===== config.mk =====
export PLATFORM = sky130hd
export DESIGN_NAME = dcache_line_state
export DESIGN_NICKNAME = d
export VERILOG_FILES = /design/src/common/dcache_pkg.sv /design/src/dcache/dcache_line_state.sv
export SDC_FILE = /design/constraint.sdc
export NUM_CORES = 1
export LEC_CHECK = 0
export BUFFER_PORTS_ARGS = -buffer_cell sky130_fd_sc_hd__clkbuf_2
export CAP_MARGIN = 10
export CORE_ASPECT_RATIO = 0.9
export CORE_UTILIZATION = 48
export CTS_CLUSTER_DIAMETER = 200
export CTS_CLUSTER_SIZE = 25
export DETAILED_ROUTE_END_ITERATION = 10
export PLACE_DENSITY = 0.67
export SYNTH_ARGS = -nofsm -noshare
export SYNTH_HDL_FRONTEND = slang
export SYNTH_SLANG_ARGS = --single-unit

===== constraint.sdc =====
create_clock -name clk -period 5.85 [get_ports clk]
set_input_delay 0.585 -clock clk [delete_from_list [all_inputs] [get_ports clk]]
set_output_delay 0.585 -clock clk [all_outputs]
set_load 0.05 [all_outputs]

===== src/common/dcache_pkg.sv =====
//////////////////////////////////////////////////////////////////////
// shared widths, address split and types for the two-way data cache
// referenced by scoped name from the cache RTL and the testbench
//////////////////////////////////////////////////////////////////////
package dcache_pkg;

    // byte address and data word
    localparam int ADDR_W   = 64;
    localparam int WORD_W   = 64;
    localparam int OFFSET_W = 3;

    // 64 sets unless the top level says otherwise
    localparam int DEF_INDEX_W = 6;

    typedef logic [ADDR_W-1:0] addr_t;
    typedef logic [WORD_W-1:0] word_t;

    // one enable per byte lane of a word
    typedef logic [WORD_W/8-1:0] mask_t;

    // tag is whatever remains above index and offset
    typedef logic [ADDR_W-DEF_INDEX_W-OFFSET_W-1:0] tag_t;

    // two ways, so a single bit names one
    typedef logic way_t;

    // controller FSM
    typedef enum logic [2:0] {
        IDLE   = 3'd0,
        LOOKUP = 3'd1,
        WBCK   = 3'd2,
        REFILL = 3'd3,
        RESP   = 3'd4
    } ctrl_state_t;

endpackage


===== src/dcache/dcache_line_state.sv =====
//////////////////////////////////////////////////////////////////////
// per-set valid, dirty and LRU bits with hit and victim selection
// tags come in from the tag RAMs, updates are strobed by the controller
//////////////////////////////////////////////////////////////////////
`timescale 1ns/1ns

module dcache_line_state #(
    parameter int INDEX_W = dcache_pkg::DEF_INDEX_W
) (
    input  logic                clk,
    input  logic                rst,
    input  logic [INDEX_W-1:0]  index_i,
    input  dcache_pkg::tag_t    req_tag_i,
    input  dcache_pkg::tag_t    tag0_i,
    input  dcache_pkg::tag_t    tag1_i,
    input  logic                fill_i,
    input  dcache_pkg::way_t    fill_way_i,
    input  logic                fill_dirty_i,
    input  logic                touch_i,
    input  dcache_pkg::way_t    touch_way_i,
    input  logic                set_dirty_i,
    output logic                hit_o,
    output dcache_pkg::way_t    hit_way_o,
    output dcache_pkg::way_t    victim_way_o,
    output logic                victim_valid_o,
    output logic                victim_dirty_o
);

    localparam int SETS = 1 << INDEX_W;

    logic [SETS-1:0] valid_q [2];
    logic [SETS-1:0] dirty_q [2];
    // lru_q holds the way used least recently
    logic [SETS-1:0] lru_q;
    logic            hit0;
    logic            hit1;

    assign hit0      = valid_q[0][index_i] && (tag0_i == req_tag_i);
    assign hit1      = valid_q[1][index_i] && (tag1_i == req_tag_i);
    assign hit_o     = hit0 || hit1;
    assign hit_way_o = hit1;

    // empty way first, way 0 before way 1, then LRU
    assign victim_way_o = !valid_q[0][index_i] ? 1'b0 :
                          !valid_q[1][index_i] ? 1'b1 : lru_q[index_i];
    assign victim_valid_o = valid_q[victim_way_o][index_i];
    assign victim_dirty_o = dirty_q[victim_way_o][index_i];

    always_ff @(posedge clk or negedge rst) begin
        if (!rst) begin
            valid_q[0] <= '0;
            valid_q[1] <= '0;
            dirty_q[0] <= '0;
            dirty_q[1] <= '0;
            lru_q      <= '0;
        end else begin
            if (fill_i) begin
                valid_q[fill_way_i][index_i] <= 1'b1;
                dirty_q[fill_way_i][index_i] <= fill_dirty_i;
                lru_q[index_i]               <= ~fill_way_i;
            end
            if (touch_i) begin
                lru_q[index_i] <= ~touch_way_i;
                if (set_dirty_i) begin
                    dirty_q[touch_way_i][index_i] <= 1'b1;
                end
            end
        end
    end

endmodule


### Word level (Yosys, flattened, before mapping)

Index checks and enable logic that the tools add are counted.
W data, S select, Z words.

* $lt $le $gt $ge: 7
* eq/ne operators: 2
* multiplexer cells: 32
* bitwise gates (word level): 7
* reductions and logical operators: 6

Operators by type and width (number)
* $mux W64: 10
* $mux W128: 3
* $or A128 B128 Y128: 2
* $bwmux W128: 1
* $bwmux W64: 2
* $demux W64 S1: 2
* $eq A55 B55 Y1: 2
* $bmux W1 S6: 5
* $mux W1: 8
* $lt A6 B7 Y1 const B: 1
* $demux W1 S6: 1
* $ge A2 B2 Y1 const B: 3
* $ge A6 B1 Y1 const B: 1
* $not A1 Y2: 3
* $logic_and A1 B1 Y1: 5
* $lt A2 B1 Y1 const B: 2
* $not A1 Y1: 2
* $logic_or A1 B1 Y1: 1

* register bits: 320
* input bits: 179
* output and inout bits: 5
* word-level logic and storage cells: 59

### Depth between registers and ports, before layout

* word-level depth: 11
* gate-level depth with buffers: 18
* mapped depth without buffers: 12

### Worst setup path after synthesis

No wires, ideal clock.

* kind: input to output
* from: in index_i[0]
* to: out victim_valid_o
* data arrival time: 4.384 ns
* required time: 5.265 ns
* slack: 0.881 ns
* stages: 14
* buffers on the path: 4
* cell sequence: buf_6 > mux4_2 > a221o_1 > a221oi_1 > o41ai_4 > inv_4 > buf_6 > buf_2 > buf_2 > mux4_2 > a22oi_1 > o31ai_1 > a311oi_1 > nand4_1

* cells in the longest elaborated chain, start to end: 10
* elaborated cells between the ends (all ways): 14
* those cells by class: mux (13); bitwise (1)

Ends and longest elaborated chain
* start: declaration: RTL line dcache_line_state.sv:12 `input logic [INDEX_W-1:0] index_i,`
* $bmux W1 S6: RTL line dcache_line_state.sv:45 `!valid_q[1][index_i] ? 1'b1 : lru_q[index_i];`
* $mux W1 (implied by the code): RTL line dcache_line_state.sv:45
* $mux W1: RTL line dcache_line_state.sv:45
* $mux W1 *: RTL line dcache_line_state.sv:44 `assign victim_way_o = !valid_q[0][index_i] ? 1'b0 :`
* named net victim_way_o: RTL line dcache_line_state.sv:24 `output dcache_pkg::way_t victim_way_o,`
* $not A1 Y2 (implied by the code) *: RTL line dcache_line_state.sv:46 `assign victim_valid_o = valid_q[victim_way_o][index_i];`
* $mux W64 (implied by the code) * (3 in series): RTL line dcache_line_state.sv:46
* $bmux W1 S6 *: RTL line dcache_line_state.sv:46
* $mux W1 (implied by the code) *: RTL line dcache_line_state.sv:46
* end: declaration: RTL line dcache_line_state.sv:25 `output logic victim_valid_o,`

The timed path passes the listed nets; every way through them passes the cells marked *. The select of a mux whose other input is x is not followed.

### Worst setup path after layout

* from: in index_i[0]
* to: out victim_dirty_o

* cells in the longest elaborated chain, start to end: 10
* elaborated cells between the ends (all ways): 14
* those cells by class: mux (13); bitwise (1)

Ends and longest elaborated chain
* $bmux W1 S6: RTL line dcache_line_state.sv:45
* $mux W1 (implied by the code): RTL line dcache_line_state.sv:45
* $mux W1: RTL line dcache_line_state.sv:45
* $mux W1: RTL line dcache_line_state.sv:44
* $not A1 Y2 (implied by the code): RTL line dcache_line_state.sv:47 `assign victim_dirty_o = dirty_q[victim_way_o][index_i];`
* $mux W64 (implied by the code) (3 in series): RTL line dcache_line_state.sv:47
* $bmux W1 S6 *: RTL line dcache_line_state.sv:47
* $mux W1 (implied by the code) *: RTL line dcache_line_state.sv:47
* end: declaration: RTL line dcache_line_state.sv:26 `output logic victim_dirty_o`

Mark *: on every way between the ends. The rest lies on a longest branch, timed or not. The select of a mux whose other input is x is not followed.

==> impl.org <==
** Status
- Run status :: completed

** Placement
- Post-Place Cell Area :: between 15000 and 20000 sq um
- During placement, the flow inserted port buffers numbering between 150 and 200.
- Routability-driven placement finished with a final weighted congestion of 0.947.
- Half-perimeter wire length of the detailed placement result :: ~41000 um

** Floorplan
- Floorplan Core Area :: 35300 sq um
- Chip height :: between 150 and 200 um
- Number of top-level design ports :: 184
- DIE AREA :: 36900 sq um
- The floorplan has 65 rows.
- Die width :: 202 um
- Initial Utilization :: 49.1%

** Logic synthesis
- Largest family of logic cells by synthesized area :: compound AO/OA/AOI/OAI gates
- Cell with the most instances after synthesis :: sky130_fd_sc_hd__a21oi_1
- Share of flip-flops with an asynchronous set or reset after synthesis :: between 90% and 100%
- Main synth FF type :: sky130_fd_sc_hd__dfrtp_1
- Post-synthesis share of cell area spent on full adders, half adders and majority gates :: 0%
- Summing the sequential cell areas from Yosys gives 46.2% of the chip area.
- Cell variety after synth :: 58
- After synthesis, the mean cell area works out to roughly 10 sq um.
- Number of nets produced by synthesis :: 1916
- Yosys attributes the largest share of cell area to sky130_fd_sc_hd__dfrtp_1 46%, sky130_fd_sc_hd__a21oi_1 11%, sky130_fd_sc_hd__mux4_2 6.9%.
- Measured against the total synthesized area, the mux share comes to 12.7%.
- The synthesized netlist devotes 8.79% of its cell area to simple gates.
- The synthesized netlist devotes 5.55% of its cell area to XOR and XNOR gates.
- Post-Synthesis Cells :: 1737
- Mapped cell area :: between 15000 and 20000 sq um
- EDFF count, synth :: 0
- The synthesized netlist devotes 23.1% of its cell area to compound gates.
- Cell accounting for the most synthesized area :: sky130_fd_sc_hd__dfrtp_1
- Synthesis inferred 320 register bits.
- Commonest cells in the netlist :: 372 x sky130_fd_sc_hd__a21oi_1, 320 x sky130_fd_sc_hd__dfrtp_1, 126 x sky130_fd_sc_hd__nand2_1
- Ys Warns :: 0
- After synthesis, the largest area contributor takes up between 40% and 50% of total cell area.

** Route
- Number of DRC markers after the initial detailed-route iteration :: 1501
- Post-DR vias/cell :: around 6.4
- Vias :: 15111
- In this run the remaining antenna-violating nets after routing total 0.
- For this run, the detailed router's first-pass iteration total came to 8.
- In the routed design, unresolved DRC markers number 0.
- Summed over all layers, the routed wires come to 58700 um.
- After detailed routing, the average wire length per cell comes to 25.1 um.

** STA
- In the finished design, the share of the clock period the worst path needs comes to 96.9%.
- Setup repair after global routing left no endpoint under its margin.
- The final number of max-transition violations is 0.
- Setup tns final :: 0 ps
- Across all hold checks on the routed design, the worst slack comes to approximately 110 ps.
- Headroom to the max-slew limit came out at between 20% and 30%.
- The number of failing hold endpoints at the final stage was 0.
- At the pin with the least slew margin, the transition time is 1150 ps.
- Clock skew :: 0 ps
- Maximum clock frequency :: 176 MHz
- Setup violations remaining at the end of the flow were counted as 0.
- The clock period could shrink to 5670 ps.

** Clock network
- Clk root buf :: sky130_fd_sc_hd__clkbuf_16
- TritonCTS built the clock tree.
- Clock Latency Late Sink :: 520 ps
- Level count of the clock H-tree :: 1
- In this run the post-CTS setup repair buffer count came out at 0.
- Post-CTS repair changed the size of 0 cells.
- Counting the buffers created by CTS gives 16.
- Number of buffers inserted for hold repair after clock tree synthesis :: 0
- The clock passes through at most 3 buffers.
- The clock drives 320 sinks.
- Clock Pin Slew Worst Setup and Hold Paths :: 90 ps

** Worst setup path
- Of all nets on the critical path, the largest fanout is 23.
- Number of cells traversed by the worst register-to-register path :: 2
- Setup CP Type :: input port to output port
- Setup slack on the worst reg-to-reg path comes out at 4990 ps.
- For this run, the slowest stage of the critical path takes 630 ps.
- Kind of start point of the critical path :: input port
- Origin of the critical flop-to-flop path :: lru_q[28]
- Data arrives at the worst endpoint at 5080 ps.
- STA classifies the critical path endpoint as an output port.
- For this design, the slowest cell found on the critical path is sky130_fd_sc_hd__mux4_1.
- List of cells traversed by the critical path :: buf_4 > mux4_1 > a22oi_1 > nand4_1 > a221oi_1 > buf_4 > o41ai_4 > inv_4 > buf_12 > mux2i_1 > o22ai_1 > nor4b_1 > o221a_1 > or4b_1 > clkbuf_2
- Number of buffers and inverters on the critical path :: 5
- End of the worst register-to-register path :: lru_q[28]
- Dominant cell type by count on the critical path :: sky130_fd_sc_hd__buf_4
- The critical path runs through a total of 15 cells.
- Kind of cell with the highest combined delay on the critical path :: buffers and inverters
- For the worst setup path, the data required time is 5270 ps.

** Final layout
- Footprint of the multi-input gates :: 8760 sq um
- The number of antenna diodes in the final layout is 0.
- Proportion of layout cells with a drive suffix above 1 :: 18.4%
- Final standard cell area without fillers :: 19300 sq um
- Registers take 8010 sq um.
- Synth-to-Final Area Change :: 11.5%
- Filler Cell Count :: between 3000 and 4000
- At the end of the flow, the number of nets in the layout was 2053.

** Power and ir drop
- Power, Total :: approximately 0.0051 W
- Dividing total power by cell area gives a power density of around 260 nW/um^2.
- Leakage dissipation :: 8.60 nW
- IR analysis of the VDD net gives a maximum drop of 226 uV.

** Global route
- After global routing the overflow that remains totals 0.
- The via count of the first global-routing pass is 14666.
- All-layer global routing usage :: 31.8%
- The first global-routing pass estimated 90200 um of wire.
- Entering global routing, the biggest net connects 140 pins.
- The number of antenna violations at the first check in global routing was 0.

** Flow run
- Max-cap violations in this run came to 0.

** Worst hold path
- Hold WC Path Type :: input port to asynchronous set/reset pin
[layout by cell type, fill, tap and decap left out, drive strengths merged, types with 17 or more instances in the layout]
master	n
a21o	49
clkbuf	198
mux4	57
mux2i	83
nand4	22
buf	70
nand2	126
nor2	122
dfrtp	320
o22ai	98
o21ai	37
a21oi	372
nor4	17
o21bai	80
xnor2	75
xor2	35
[where the power goes]
part	total (W)	internal, W	switching, W
clock	0.00125	0.000525	0.000724
sequential	0.00272	0.00250	0.000228
combinational	0.00111	0.000502	0.000608
[cell families (layout without fill, tap and decap cells)]
group	after synthesis	after routing
AOI/OAI and AO/OA	680	680
xor gates and xnor gates	110	110
buffers and inverters	138	275
DFF	320	320
muxes	147	147
and+or+nand+nor	342	342
[flip-flops by register name, indices dropped and copies added (netlist names)]
name	flops
dirty_q	128
valid_q	128
lru_q	64
[metrics by stage]
step	util (%)	instances	setup WS (ps)
after global routing	54.8	2343	13.6
after global placement	53.6	2325	304
after CTS	54.8	2343	251
final	54.8	2343	182
after floorplan	-	1737	881
after detailed placement	53.6	2325	249
[worst max path at each step]
stage | slack, ps | from | endpoint
floorplan | 880 | index_i[0] | victim_valid_o
global placement | 300 | index_i[0] | victim_dirty_o
detailed placement | 250 | index_i[0] | victim_dirty_o
CTS | 250 | index_i[0] | victim_dirty_o
global route | 10 | index_i[0] | victim_dirty_o
finish | 180 | index_i[0] | victim_dirty_o
[layer usage]
metal	share of wire, %	vias up	global-route usage (%)
li1	-	6676	-
met1	42	7528	44.9
met2	46	799	50.3
met3	8.2	108	4.30
met4	4.1	0	11.5
met5	0	-	0
[worst register-to-register path: cells and delay by family, from the launching register on]
| kind | cells | cell delay [ps] |
|---|---|---|
| AOI/OAI and AO/OA | 2 | 290 |
| DFF | 1 | 440 |
[final cells by class]
cell class	instances	share of cell area (%)
multi-input cells	1279	45.3
flip-flops and latches	320	41.4
repair buffers	251	7.89
well taps	469	3.03
clock buffers	17	2.20
inverters	6	0.129
clock inverters	1	0.0388
Note: power is estimated with default switching activity, not from simulation.
