`src/common/dcache_pkg.sv`:
```
//////////////////////////////////////////////////////////////////////
// shared widths, address split and types for the two-way data cache
// referenced by scoped name from the cache RTL and the testbench
//////////////////////////////////////////////////////////////////////
package dcache_pkg;

    // byte address and data word
    localparam int ADDR_W   = 64;
    localparam int WORD_W   = 64;
    localparam int OFFSET_W = 3;

    // 64 sets unless the top level says otherwise
    localparam int DEF_INDEX_W = 6;

    typedef logic [ADDR_W-1:0] addr_t;
    typedef logic [WORD_W-1:0] word_t;

    // one enable per byte lane of a word
    typedef logic [WORD_W/8-1:0] mask_t;

    // tag is whatever remains above index and offset
    typedef logic [ADDR_W-DEF_INDEX_W-OFFSET_W-1:0] tag_t;

    // two ways, so a single bit names one
    typedef logic way_t;

    // controller FSM
    typedef enum logic [2:0] {
        IDLE   = 3'd0,
        LOOKUP = 3'd1,
        WBCK   = 3'd2,
        REFILL = 3'd3,
        RESP   = 3'd4
    } ctrl_state_t;

endpackage

```
`src/dcache/dcache_ctrl.sv`:
```
//////////////////////////////////////////////////////////////////////
// cache controller FSM for loads and stores, with request capture,
// RAM write control and the memory-side write-back and refill strobes
//////////////////////////////////////////////////////////////////////
`timescale 1ns/1ns

module dcache_ctrl #(
    parameter int INDEX_W = dcache_pkg::DEF_INDEX_W
) (
    input  logic                clk,
    input  logic                rst,
    input  logic                rd_i,
    input  logic                wr_i,
    input  dcache_pkg::addr_t   addr_i,
    input  dcache_pkg::word_t   wdata_i,
    input  dcache_pkg::mask_t   mask_i,
    output dcache_pkg::word_t   rdata_o,
    output logic                done_o,
    input  logic                hit_i,
    input  dcache_pkg::way_t    hit_way_i,
    input  dcache_pkg::way_t    victim_way_i,
    input  logic                victim_valid_i,
    input  logic                victim_dirty_i,
    output logic                fill_o,
    output dcache_pkg::way_t    fill_way_o,
    output logic                fill_dirty_o,
    output logic                touch_o,
    output dcache_pkg::way_t    touch_way_o,
    output logic                set_dirty_o,
    output logic [INDEX_W-1:0]  ram_index_o,
    output logic [1:0]          tag_we_o,
    output logic [1:0]          data_we_o,
    output dcache_pkg::tag_t    tag_wdata_o,
    output dcache_pkg::word_t   data_wdata_o,
    input  dcache_pkg::tag_t    tag0_i,
    input  dcache_pkg::tag_t    tag1_i,
    input  dcache_pkg::word_t   word0_i,
    input  dcache_pkg::word_t   word1_i,
    output logic                mem_rd_o,
    output logic                mem_wr_o,
    output dcache_pkg::addr_t   mem_addr_o,
    output dcache_pkg::word_t   mem_wdata_o,
    input  dcache_pkg::word_t   mem_rdata_i,
    input  logic                mem_ok_i
);

    localparam int OFF_W = dcache_pkg::OFFSET_W;
    localparam int TAG_W = dcache_pkg::ADDR_W - INDEX_W - OFF_W;
    localparam int IDX_HI = INDEX_W + OFF_W - 1;

    dcache_pkg::ctrl_state_t state_q;
    dcache_pkg::ctrl_state_t state_d;
    logic                    wr_q;
    logic                    hit_q;
    dcache_pkg::way_t        way_q;
    logic                    mem_rd_q;
    logic                    mem_wr_q;
    dcache_pkg::addr_t       req_addr_q;
    dcache_pkg::word_t       wdata_q;
    dcache_pkg::mask_t       mask_q;
    dcache_pkg::word_t       line_q;
    dcache_pkg::addr_t       mem_addr_q;
    dcache_pkg::word_t       mem_wdata_q;
    logic [INDEX_W-1:0]      req_index;
    dcache_pkg::word_t       hit_word;
    dcache_pkg::word_t       victim_word;
    dcache_pkg::tag_t        victim_tag;
    dcache_pkg::word_t       fill_word;
    logic                    need_wbck;
    logic                    refill_done;
    logic                    store_hit_wr;

    // replace the enabled byte lanes of old_w with those of new_w
    function automatic dcache_pkg::word_t merge_bytes(input dcache_pkg::word_t old_w,
                                                      input dcache_pkg::word_t new_w,
                                                      input dcache_pkg::mask_t m);
        dcache_pkg::word_t res;
        res = old_w;
        for (int b = 0; b < dcache_pkg::WORD_W / 8; b++) begin
            if (m[b]) begin
                res[8*b +: 8] = new_w[8*b +: 8];
            end
        end
        return res;
    endfunction

    assign req_index   = req_addr_q[IDX_HI:OFF_W];
    assign hit_word    = hit_way_i ? word1_i : word0_i;
    assign victim_word = victim_way_i ? word1_i : word0_i;
    assign victim_tag  = victim_way_i ? tag1_i : tag0_i;
    assign need_wbck   = victim_valid_i && victim_dirty_i;
    // a store miss lands its bytes on top of the refilled word
    assign fill_word   = wr_q ? merge_bytes(mem_rdata_i, wdata_q, mask_q) : mem_rdata_i;

    always_comb begin
        state_d = state_q;
        case (state_q)
            dcache_pkg::IDLE:   if (rd_i || wr_i) state_d = dcache_pkg::LOOKUP;
            dcache_pkg::LOOKUP: begin
                if (hit_i) begin
                    state_d = dcache_pkg::RESP;
                end else if (need_wbck) begin
                    state_d = dcache_pkg::WBCK;
                end else begin
                    state_d = dcache_pkg::REFILL;
                end
            end
            dcache_pkg::WBCK:   if (mem_ok_i) state_d = dcache_pkg::REFILL;
            dcache_pkg::REFILL: if (mem_ok_i) state_d = dcache_pkg::RESP;
            default:            state_d = dcache_pkg::IDLE;
        endcase
    end

    always_ff @(posedge clk or negedge rst) begin
        if (!rst) begin
            state_q  <= dcache_pkg::IDLE;
            wr_q     <= 1'b0;
            hit_q    <= 1'b0;
            way_q    <= 1'b0;
            mem_rd_q <= 1'b0;
            mem_wr_q <= 1'b0;
        end else begin
            state_q <= state_d;
            case (state_q)
                dcache_pkg::IDLE:   wr_q <= wr_i;
                dcache_pkg::LOOKUP: begin
                    hit_q    <= hit_i;
                    way_q    <= hit_i ? hit_way_i : victim_way_i;
                    mem_wr_q <= !hit_i && need_wbck;
                    mem_rd_q <= !hit_i && !need_wbck;
                end
                dcache_pkg::WBCK: begin
                    // write-back accepted, go straight on to the refill read
                    if (mem_ok_i) begin
                        mem_wr_q <= 1'b0;
                        mem_rd_q <= 1'b1;
                    end
                end
                dcache_pkg::REFILL: if (mem_ok_i) mem_rd_q <= 1'b0;
                default: ;
            endcase
        end
    end

    always_ff @(posedge clk) begin
        case (state_q)
            dcache_pkg::IDLE: begin
                req_addr_q <= addr_i;
                wdata_q    <= wdata_i;
                mask_q     <= mask_i;
            end
            dcache_pkg::LOOKUP: begin
                line_q      <= wr_q ? merge_bytes(hit_word, wdata_q, mask_q) : hit_word;
                mem_wdata_q <= victim_word;
                if (need_wbck) begin
                    mem_addr_q <= {victim_tag, req_index, {OFF_W{1'b0}}};
                end else begin
                    mem_addr_q <= {req_addr_q[dcache_pkg::ADDR_W-1:OFF_W], {OFF_W{1'b0}}};
                end
            end
            dcache_pkg::WBCK: begin
                if (mem_ok_i) begin
                    mem_addr_q <= {req_addr_q[dcache_pkg::ADDR_W-1:OFF_W], {OFF_W{1'b0}}};
                end
            end
            dcache_pkg::REFILL: if (mem_ok_i) line_q <= fill_word;
            default: ;
        endcase
    end

    // RAMs look up the incoming index while still in IDLE
    assign ram_index_o  = (state_q == dcache_pkg::IDLE) ? addr_i[IDX_HI:OFF_W] : req_index;
    assign tag_wdata_o  = req_addr_q[dcache_pkg::ADDR_W-1 -: TAG_W];
    assign refill_done  = (state_q == dcache_pkg::REFILL) && mem_ok_i;
    assign store_hit_wr = (state_q == dcache_pkg::RESP) && hit_q && wr_q;
    assign tag_we_o     = {refill_done && way_q, refill_done && !way_q};
    assign data_we_o    = {(refill_done || store_hit_wr) && way_q,
                           (refill_done || store_hit_wr) && !way_q};
    assign data_wdata_o = refill_done ? fill_word : line_q;

    assign fill_o       = refill_done;
    assign fill_way_o   = way_q;
    assign fill_dirty_o = wr_q;
    assign touch_o      = (state_q == dcache_pkg::RESP) && hit_q;
    assign touch_way_o  = way_q;
    assign set_dirty_o  = wr_q;

    assign rdata_o     = line_q;
    assign done_o      = (state_q == dcache_pkg::RESP);
    assign mem_rd_o    = mem_rd_q;
    assign mem_wr_o    = mem_wr_q;
    assign mem_addr_o  = mem_addr_q;
    assign mem_wdata_o = mem_wdata_q;

endmodule

```
`config.mk`:
```
export PLATFORM = sky130hd
export DESIGN_NAME = dcache_ctrl
export DESIGN_NICKNAME = d
export VERILOG_FILES = /design/src/common/dcache_pkg.sv /design/src/dcache/dcache_ctrl.sv
export SDC_FILE = /design/constraint.sdc
export NUM_CORES = 1
export LEC_CHECK = 0
export BUFFER_PORTS_ARGS = -buffer_cell sky130_fd_sc_hd__buf_2
export CORE_AREA = 2 2 300 302
export DETAILED_ROUTE_END_ITERATION = 6
export DIE_AREA = 0 0 302 304
export GPL_TIMING_DRIVEN = 0
export PLACE_DENSITY_LB_ADDON = 0.1
export SETUP_SLACK_MARGIN = 0.5
export SKIP_LAST_GASP = 1
export SLEW_MARGIN = 20
export SYNTH_ARGS = -nofsm -noshare
export SYNTH_HDL_FRONTEND = slang
export SYNTH_SLANG_ARGS = --single-unit
export TNS_END_PERCENT = 1
```
`constraint.sdc`:
```
create_clock -name clk -period 7.6 [get_ports clk]
set_clock_uncertainty 0.1 [all_clocks]
set_input_delay 0.76 -clock clk [delete_from_list [all_inputs] [get_ports clk]]
set_output_delay 0.76 -clock clk [all_outputs]
set_load 0.03 [all_outputs]
```
==> After elaboration in Yosys (flattened, before gate mapping) <==
Cells that the tools add are included.
{ "word_totals": {"word_cells": 81, "register_bits": 336, "output_inout_bits": 330, "input_bits": 448} }
{ "classes": {"n_mux": 39, "n_reduce_logical": 23, "eq_ne": 7} }
{ "op_table": {"columns": ["cell", "n"], "rows": [
  ["$mux W64", 8],
  ["$pmux W64 S2", 2],
  ["$mux W8", 16],
  ["$mux W55", 1],
  ["$mux W3", 4],
  ["$pmux W3 S4", 1],
  ["$logic_and A1 B1 Y1", 10],
  ["$eq A3 B2 Y1 const B", 2],
  ["$mux W6", 1],
  ["$ne A2 B2 Y1 const B", 3],
  ["$reduce_and A3 Y1", 2],
  ["$mux W1", 4],
  ["$reduce_and A2 Y1", 2],
  ["$reduce_bool A2 Y1", 2],
  ["$eq A3 B1 Y1 const B", 1],
  ["$eq A3 B3 Y1 const B", 1],
  ["$logic_not A1 Y1", 3],
  ["$logic_not A3 Y1", 1],
  ["$pmux W1 S3", 1],
  ["$reduce_bool A3 Y1", 1],
  ["$logic_or A1 B1 Y1", 2],
  ["$pmux W1 S2", 1]
]} }

==> Depth between registers and ports, before layout <==
Gate-level depths: netlist of the first run.
{ "logic_depth": {"depth_word": 5, "mapped_depth": 6, "ltp_nobuf": 3} }

==> Worst setup path after synthesis of the first run <==
No wires, ideal clock.
{ "synth_timing": {"kind": "flip-flop to output port", "startpoint": "reg state_q[0]", "endpoint": "out ram_index_o[0]", "path_slack_ps": -236, "arrival_ps": 6976, "path_stages_with_launch": 4, "required_ps": 6740, "path_buffers": 1, "path_cell_list": "dfrtp_1 > buf_2 > nor3_2 > mux2_2"} }
{ "synth_via": {"elab_chain_len": 2} }
{ "synth_lines": {"columns": ["element", "line_no", "rtl"], "rows": [
  ["start: declaration", "dcache_ctrl.sv:51", "dcache_pkg::ctrl_state_t state_q;"],
  ["start signal: assignment", "dcache_ctrl.sv:116", "state_q <= dcache_pkg::IDLE;"],
  ["start signal: assignment", "dcache_ctrl.sv:123", "state_q <= state_d;"],
  ["$logic_not A3 Y1", "dcache_ctrl.sv:172", "assign ram_index_o = (state_q == dcache_pkg::IDLE) ? addr_i[IDX_HI:OFF_W] : req_index;"],
  ["$mux W6", "dcache_ctrl.sv:172", null],
  ["end: declaration", "dcache_ctrl.sv:30", "output logic [INDEX_W-1:0] ram_index_o,"]
]} }
Every way passes these cells.

==> Worst setup path after layout of the first run <==
{ "layout_timing": {"startpoint": "reg state_q[0]", "endpoint": "out ram_index_o[3]"} }
Same word-level chain as after synthesis.

==> key figures, run 1 <==
Floorplanning
  • Initial Utilization: 0.181
  • Core area: between 80000 and 90000 um^2
  • I/O pin count: 778
  • Die width: 302 um
  • Die H: 304 um
  • Area of the die: 91800 um^2
  • Cell Rows: 110

Outcome
  • Outcome: finished, final reports clean

Critical path
  • Startpoint types: register
  • Worst Path Max Fanout: 14
  • Critical Path Sink Type: output pin
  • Critical path startpoint: state_q[0]$_DFFE_PN0P_
  • R2r worst-path depth: 6
  • Origin of the critical flop-to-flop path: state_q[0]$_DFFE_PN0P_
  • Crit Path Class: register to output pin
  • Reg2reg end: rdata_o[22]$_DFFE_PP_
  • Worst Path Arrival: 3550 ps
  • Reg-to-reg setup timing slack: 4500 ps
  • Worst endpoint required time: 6740 ps

CTS
  • Reg clk slew, reported paths: 60 ps
  • CTS Buf Count: 45
  • Num Clock Sinks: 330
  • CTS max path bufs: 3
  • Post-CTS Resized: 0
  • Root buffer cell: clkbuf_16
  • H-tree depth: 2
  • Clock Latency Late Sink: 570 ps
  • CTS tree: done

Yosys
  • Sequential area share after synthesis: 0.611
  • Netlist cell types: 37
  • Top FF cell, synth: edfxtp_1
  • Synth warn: 0
  • Synth Register Bits: 330
  • EDFF count, synth: ~320
  • Post-synth ARST share: 0.0242
  • Synthesized area: 16100 um^2
  • Cells after synthesis: between 1000 and 1500
  • Synthesized area per cell: about 13 um^2

Flow run
  • Maxcap violations: 0

Cells and area
  • Non-filler cells, final: 3285
  • Fill cell count: 9528
  • P&R area growth vs syn: 44.1%
  • Area of the multi-input gates: 5430 um^2
  • Post-layout util: 0.261
  • Nets@finish: between 2000 and 3000
  • Register area: 9870 um^2
  • Share of cells above drive strength 1: 0.528

Global routing
  • Initial antenna violation count: 27
  • Total grt overflow: 0
  • First-pass GRT wire length: 109000 um
  • All-Layer GR Usage: 0.167
  • Vias in the first global route: 14500
  • Largest net degree at the start of global routing: 43

Drt
  • Via density: 4.07
  • Met3 wire length: around 6500 um
  • DR WL met2: 39400 um
  • Post-Route WL: 78800 um
  • Initial detailed-routing violation count: roughly 670
  • First drt pass iteration count: 4
  • ANT nets after route: 0
  • DRT met1 WL: between 30000 and 40000 um
  • Top Layer Used: met5
  • WL per Instance: 24.0 um
  • DR DRC count: 0
  • Via total after detailed routing: 13400

Power
  • Switching Power: around 4900 uW
  • Leak: 0.00955 uW
  • Max VDD drop: 0.000186 V
  • Clock share of power: 0.187
  • Switching Fraction: 0.460
  • Internal power: 5720 uW
  • Power per cell area: 455 nW/um^2
  • Combinational Power Share: 0.493
  • Seq pwr share: 0.320

Placement
  • Dpl cells: between 3000 and 4000
  • Port Buffer Count: roughly 770
  • Estimated wirelength of the detail-placed design: approximately 62000 um
  • Routability cong.: 0.804

Timing
  • Final number of hold-violating endpoints: 0
  • RSZ-0062 raised after global routing: false
  • Measured slew at the worst slew-check pin: between 900 and 1000 ps
  • Relative slew slack: 0.374
  • Period Utilization, post-route: 0.580
  • F_max: 227 MHz
  • Max Transition Viols Final: 0
  • Crit path time final: 4410 ps
  • Final setup vio count: 0

Hold path
  • WHS Endpoint: mask_q[4]$_DFFE_PN_
  • Hold crit path type: input pin to register
  • Hold path startpoint: mask_i[4]
  • Worst Hold Depth: 1
[cells in the mapped netlist, types with 2 or more instances]
cell type / instances / area (um^2)
mux2_2: 143 / 1610
dfrtp_1: 8 / 200
buf_2: 41 / 205
and2_1: 8 / 50.1
buf_1: 10 / 37.5
clkbuf_1: 33 / 124
or2_2: 2 / 12.5
o31ai_1: 64 / 480
a21oi_1: 4 / 20.0
nor2b_1: 65 / 407
mux2_1: 39 / 439
edfxtp_1: 322 / 9670
buf_4: 65 / 488
nor3b_1: 3 / 22.5
nor4bb_1: 2 / 20.0
nand2_1: 129 / 484
mux2i_1: 66 / 661
nor2_1: 69 / 259
o21ai_0: 65 / 325
inv_1: 3 / 11.3
a311oi_1: 2 / 17.5
a211oi_1: 64 / 480
[worst max-delay path by stage]
stage	end	slack [ps]	depth (start not counted)
after global routing	ram_index_o[3]	3040	11
after CTS	ram_index_o[3]	3100	11
final	ram_index_o[3]	3190	11
after detailed placement	data_wdata_o[4]	3300	7
after floorplan	ram_index_o[0]	2100	3
after global placement	ram_index_o[3]	-1900	4
[final cells by class]
cell class / instances / share of cell area
clock inverter: 19 / 0.00538
inverter: 4 / 0.000646
sequential: 330 / 0.424
clock buffer: 60 / 0.0508
timing repair buffer: 793 / 0.184
tap: 1176 / 0.0633
buffer: 149 / 0.0368
multi-input combinational: 741 / 0.234
antenna: 13 / 0.00140
[what timing repair did]
item / CTS / global route
setup buffers: 0 / 0
setup endpoints to repair: 0 / 0
hold buffers: 1 / 0
hold endpoints to repair: 8 / 0
[registers in the layout, indices dropped and copies added (netlist names), 3 cells and up]
name         cells
mem_addr_o      61
mask_q           8
state_q          3
mem_wdata_o     64
req_addr_q      61
wdata_q         64
rdata_o         64
[layer usage]
metal  vias up  GRT usage
met2       568      0.294
met4        26     0.0540
li1       6226          -
met3       130     0.0538
met1      6422      0.188
met5         -          0
[logic make-up (layout without fill, tap and decap cells)]
| kind of cell | Yosys count | in the layout | synth area share |
|---|---|---|---|
| xor+xnor | 1 | 1 | 0.000543 |
| simple gates | 285 | 285 | 0.0815 |
| flops | 330 | 330 | 0.611 |
| mux | 248 | 248 | 0.168 |
| other cells | 1 | 16 | 0.000232 |
| buf+inv | 153 | 1025 | 0.0539 |
| compound gates | 204 | 204 | 0.0846 |
[critical path: stages (launching register included)]
cell     delay, ps
dfrtp_1        460
buf_2          240
nor3_4         430
buf_8          230
buf_8          170
buf_6          160
buf_8          160
buf_8          170
buf_8          180
buf_16         160
mux2_2         380
buf_2          190
[through the flow]
| stage | cell area (um^2) | hold WS (ps) | TNS, ps | setup slack [ps] | power (uW) |
|---|---|---|---|---|---|
| after floorplan | 16200 | 322 | 0 | 2100 | 6530 |
| after global placement | 21500 | 330 | -249670 | -1900 | 8610 |
| after detailed placement | 21900 | 343 | 0 | 3300 | 8780 |
| after CTS | 23200 | 197 | 0 | 3100 | 10800 |
| after global routing | 23200 | 212 | 0 | 3040 | 11200 |
| final | 23300 | 257 | 0 | 3190 | 10600 |
[layout by cell type (no fill, tap or decap), types with 14 or more instances in the layout]
cell type  instances
a211oi_1          64
buf_2            809
buf_4             65
buf_8             14
clkbuf_1          47
clkbuf_16         45
edfxtp_1         322
mux2_1            39
mux2_2           143
mux2i_1           66
nand2_1          129
nor2_1            69
nor2b_1           65
o21ai_0           65
o31ai_1           64
[power by group through the flow]
stage	clock, uW	combinational, uW	sequential (uW)
after global placement	0	5060	3550
after global routing	2130	5590	3480
after detailed placement	0	5360	3430
after floorplan	0	2210	4320
final	1980	5230	3390
after CTS	2060	5370	3400
Power figures use the tool's default switching activity.
==> run 2: changes to the inputs <==
CORE_AREA = 2 2 301 303   (was 2 2 300 302)
DIE_AREA = 0 0 303 305   (was 0 0 302 304)
clock period = 4.6 ns   (was 7.6 ns; I/O delays follow)
==> run 2 against run 1 <==
The flow now finishes with violations (DRC). Clock power up 69%. Cell area up 5.8%. Global-route usage about the same. Worst setup slack worse by 2400 ps. Critical path type unchanged.
==> key figures, run 2 (same netlist as run 1, synthesis figures left out) <==
Global routing
  • Initial antenna violation count: 35
  • First-pass GRT wire length: 111000 um
  • Vias in the first global route: 15100
  • All-Layer GR Usage: 0.167
  • Total grt overflow: 0
  • Largest net degree at the start of global routing: 33

Outcome
  • Outcome: complete, but fails checks
  • Failing checks: DRC

Critical path
  • Crit-path slowest cell: nand4b_1
  • Crit Path Class: register to output pin
  • CP delay by family, top: buffers and inverters
  • CP dominant cell by count: buf_2
  • Critical Path Sink Type: output pin
  • Worst Path Max Fanout: 10
  • R2r worst-path depth: 6
  • Reg-to-reg setup timing slack: 1440 ps
  • Reg2reg end: rdata_o[11]$_DFFE_PP_
  • CP Buf/Inv Count: 3
  • Worst stage delay on the critical path: 710 ps
  • CP cell instances: nand4b_1 > buf_2 > clkbuf_1 > o21ai_0 > buf_2
  • Startpoint types: register
  • Worst endpoint required time: 4040 ps
  • Origin of the critical flop-to-flop path: state_q[2]$_DFFE_PN0P_
  • Worst Path Arrival: 3290 ps

Hold path
  • Hold path startpoint: wr_i
  • Hold crit path type: input pin to register
  • Worst Hold Depth: 2
  • WHS Endpoint: fill_dirty_o$_DFFE_PN0N_

Drt
  • Via density: 4.08
  • Initial detailed-routing violation count: between 600 and 700
  • WL per Instance: between 20 and 25 um
  • First drt pass iteration count: 7
  • Post-Route WL: 79500 um
  • Via total after detailed routing: 14000
  • ANT nets after route: 0
  • DR DRC count: around 110

Timing
  • Final number of hold-violating endpoints: 0
  • Period Utilization, post-route: 0.838
  • Relative slew slack: 0.317
  • WHS: just under 60 ps
  • Final setup vio count: 0
  • Measured slew at the worst slew-check pin: 1020 ps
  • Max Transition Viols Final: 0
  • F_max: 259 MHz
  • Crit path time final: 3850 ps
  • RSZ-0062 raised after global routing: false

Cells and area
  • P&R area growth vs syn: 52.5%
  • Post-layout util: 0.276
  • Share of cells above drive strength 1: 0.495
  • Most common cell after layout, fill and taps aside: buf_2
  • Commonest cells after routing, fill and taps aside: buf_2, edfxtp_1, mux2_2
  • Nets@finish: 2646

Power
  • Leak: 0.0101 uW
  • Power per cell area: 718 nW/um^2
  • Max VDD drop: 0.000292 V

Floorplanning
  • Area of the die: approximately 90000 um^2
  • Core area: 89300 um^2
  • Die width: 303 um
  • I/O pin count: 778
  • Initial Utilization: 0.181
  • Cell Rows: between 100 and 150
  • Die H: roughly 300 um

CTS
  • CTS Buf Count: 45
  • Clock Latency Late Sink: 570 ps
  • CTS tree: done
  • H-tree depth: 2
  • Num Clock Sinks: 330
  • CTS max path bufs: 3
  • Root buffer cell: clkbuf_16
  • Reg clk slew, reported paths: 50 ps

Flow run
  • Maxcap violations: 0

Placement
  • Routability cong.: 0.786
  • Port Buffer Count: around 770
  • Estimated wirelength of the detail-placed design: 62100 um
==> run 2: changes by cell type in the layout (fill, tap and decap cells not counted), sizes merged <==
cell         previous run  this run
clkbuf                 93        96
clkinvlp                1         0
buf                   908       909
clkinv                 14        15
dlygate4sd3             1       134
diode                  13        16
inv                     7         5
==> run 2: routing by layer <==
metal,vias to the layer above,track usage,wire length [um]
met2,586,0.295,39500
li1,6473,-,-
met1,6754,0.188,30600
met4,32,0.0456,1960
met3,136,0.0595,7230
met5,-,0,211
==> run 2: how the worst max path moves through the flow <==
stage                      startpoint  slack (ps)  depth (start not counted)              endpoint
4_1_cts        state_q[0]$_DFFE_PN0P_         530                          5      data_wdata_o[60]
6_report       state_q[2]$_DFFE_PN0P_         750                          5      data_wdata_o[61]
5_1_grt        state_q[0]$_DFFE_PN0P_         550                          6       data_wdata_o[1]
3_5_place_dp                 mem_ok_i         840                          6      data_wdata_o[60]
2_1_floorplan  state_q[0]$_DFFE_PN0P_        -560                          3        ram_index_o[0]
3_3_place_gp   state_q[1]$_DFFE_PN0P_       -4790                          3  rdata_o[5]$_DFFE_PP_
==> run 2: final cells by class <==
| cell class | instances | area [um^2] |
|---|---|---|
| clock inverters | 17 | 101 |
| diodes | 16 | 40.0 |
| repair buffers | 927 | 5580 |
| plain buffers | 149 | 862 |
| fillers | 9511 | 64700 |
| clock buffers | 63 | 1240 |
| well taps | 1176 | 1470 |
| multi-input cells | 741 | 5430 |
| inverters | 4 | 15.0 |
| flip-flops and latches | 330 | 9870 |
==> run 2: where the power goes <==
group | switching, uW | leakage [uW] | internal (uW) | total [uW]
combinational | 6120 | 0.00633 | 2600 | 8720
sequential | 548 | 0.00313 | 5060 | 5610
clock | 1430 | 0.000652 | 1910 | 3340
==> run 2: timing repair <==
item / CTS / global route
hold buffers: 134 / 0
setup buffers: 0 / 2
hold endpoints to repair: 141 / 0
endpoints found under the setup margin: 0 / 4
gates resized for setup: 0 / 1
==> run 2: per-stage QoR <==
step | setup WS, ps | area [um^2] | total power [uW] | std cells | TNS, ps
floorplan | -561 | 16200 | 10800 | 1224 | -43550
global placement | -4790 | 21500 | 13600 | 3168 | -1188960
detailed placement | 841 | 21900 | 14500 | 3191 | 0
CTS | 529 | 24600 | 18000 | 3405 | 0
global route | 550 | 24600 | 18700 | 3414 | 0
finish | 746 | 24600 | 17700 | 3423 | 0
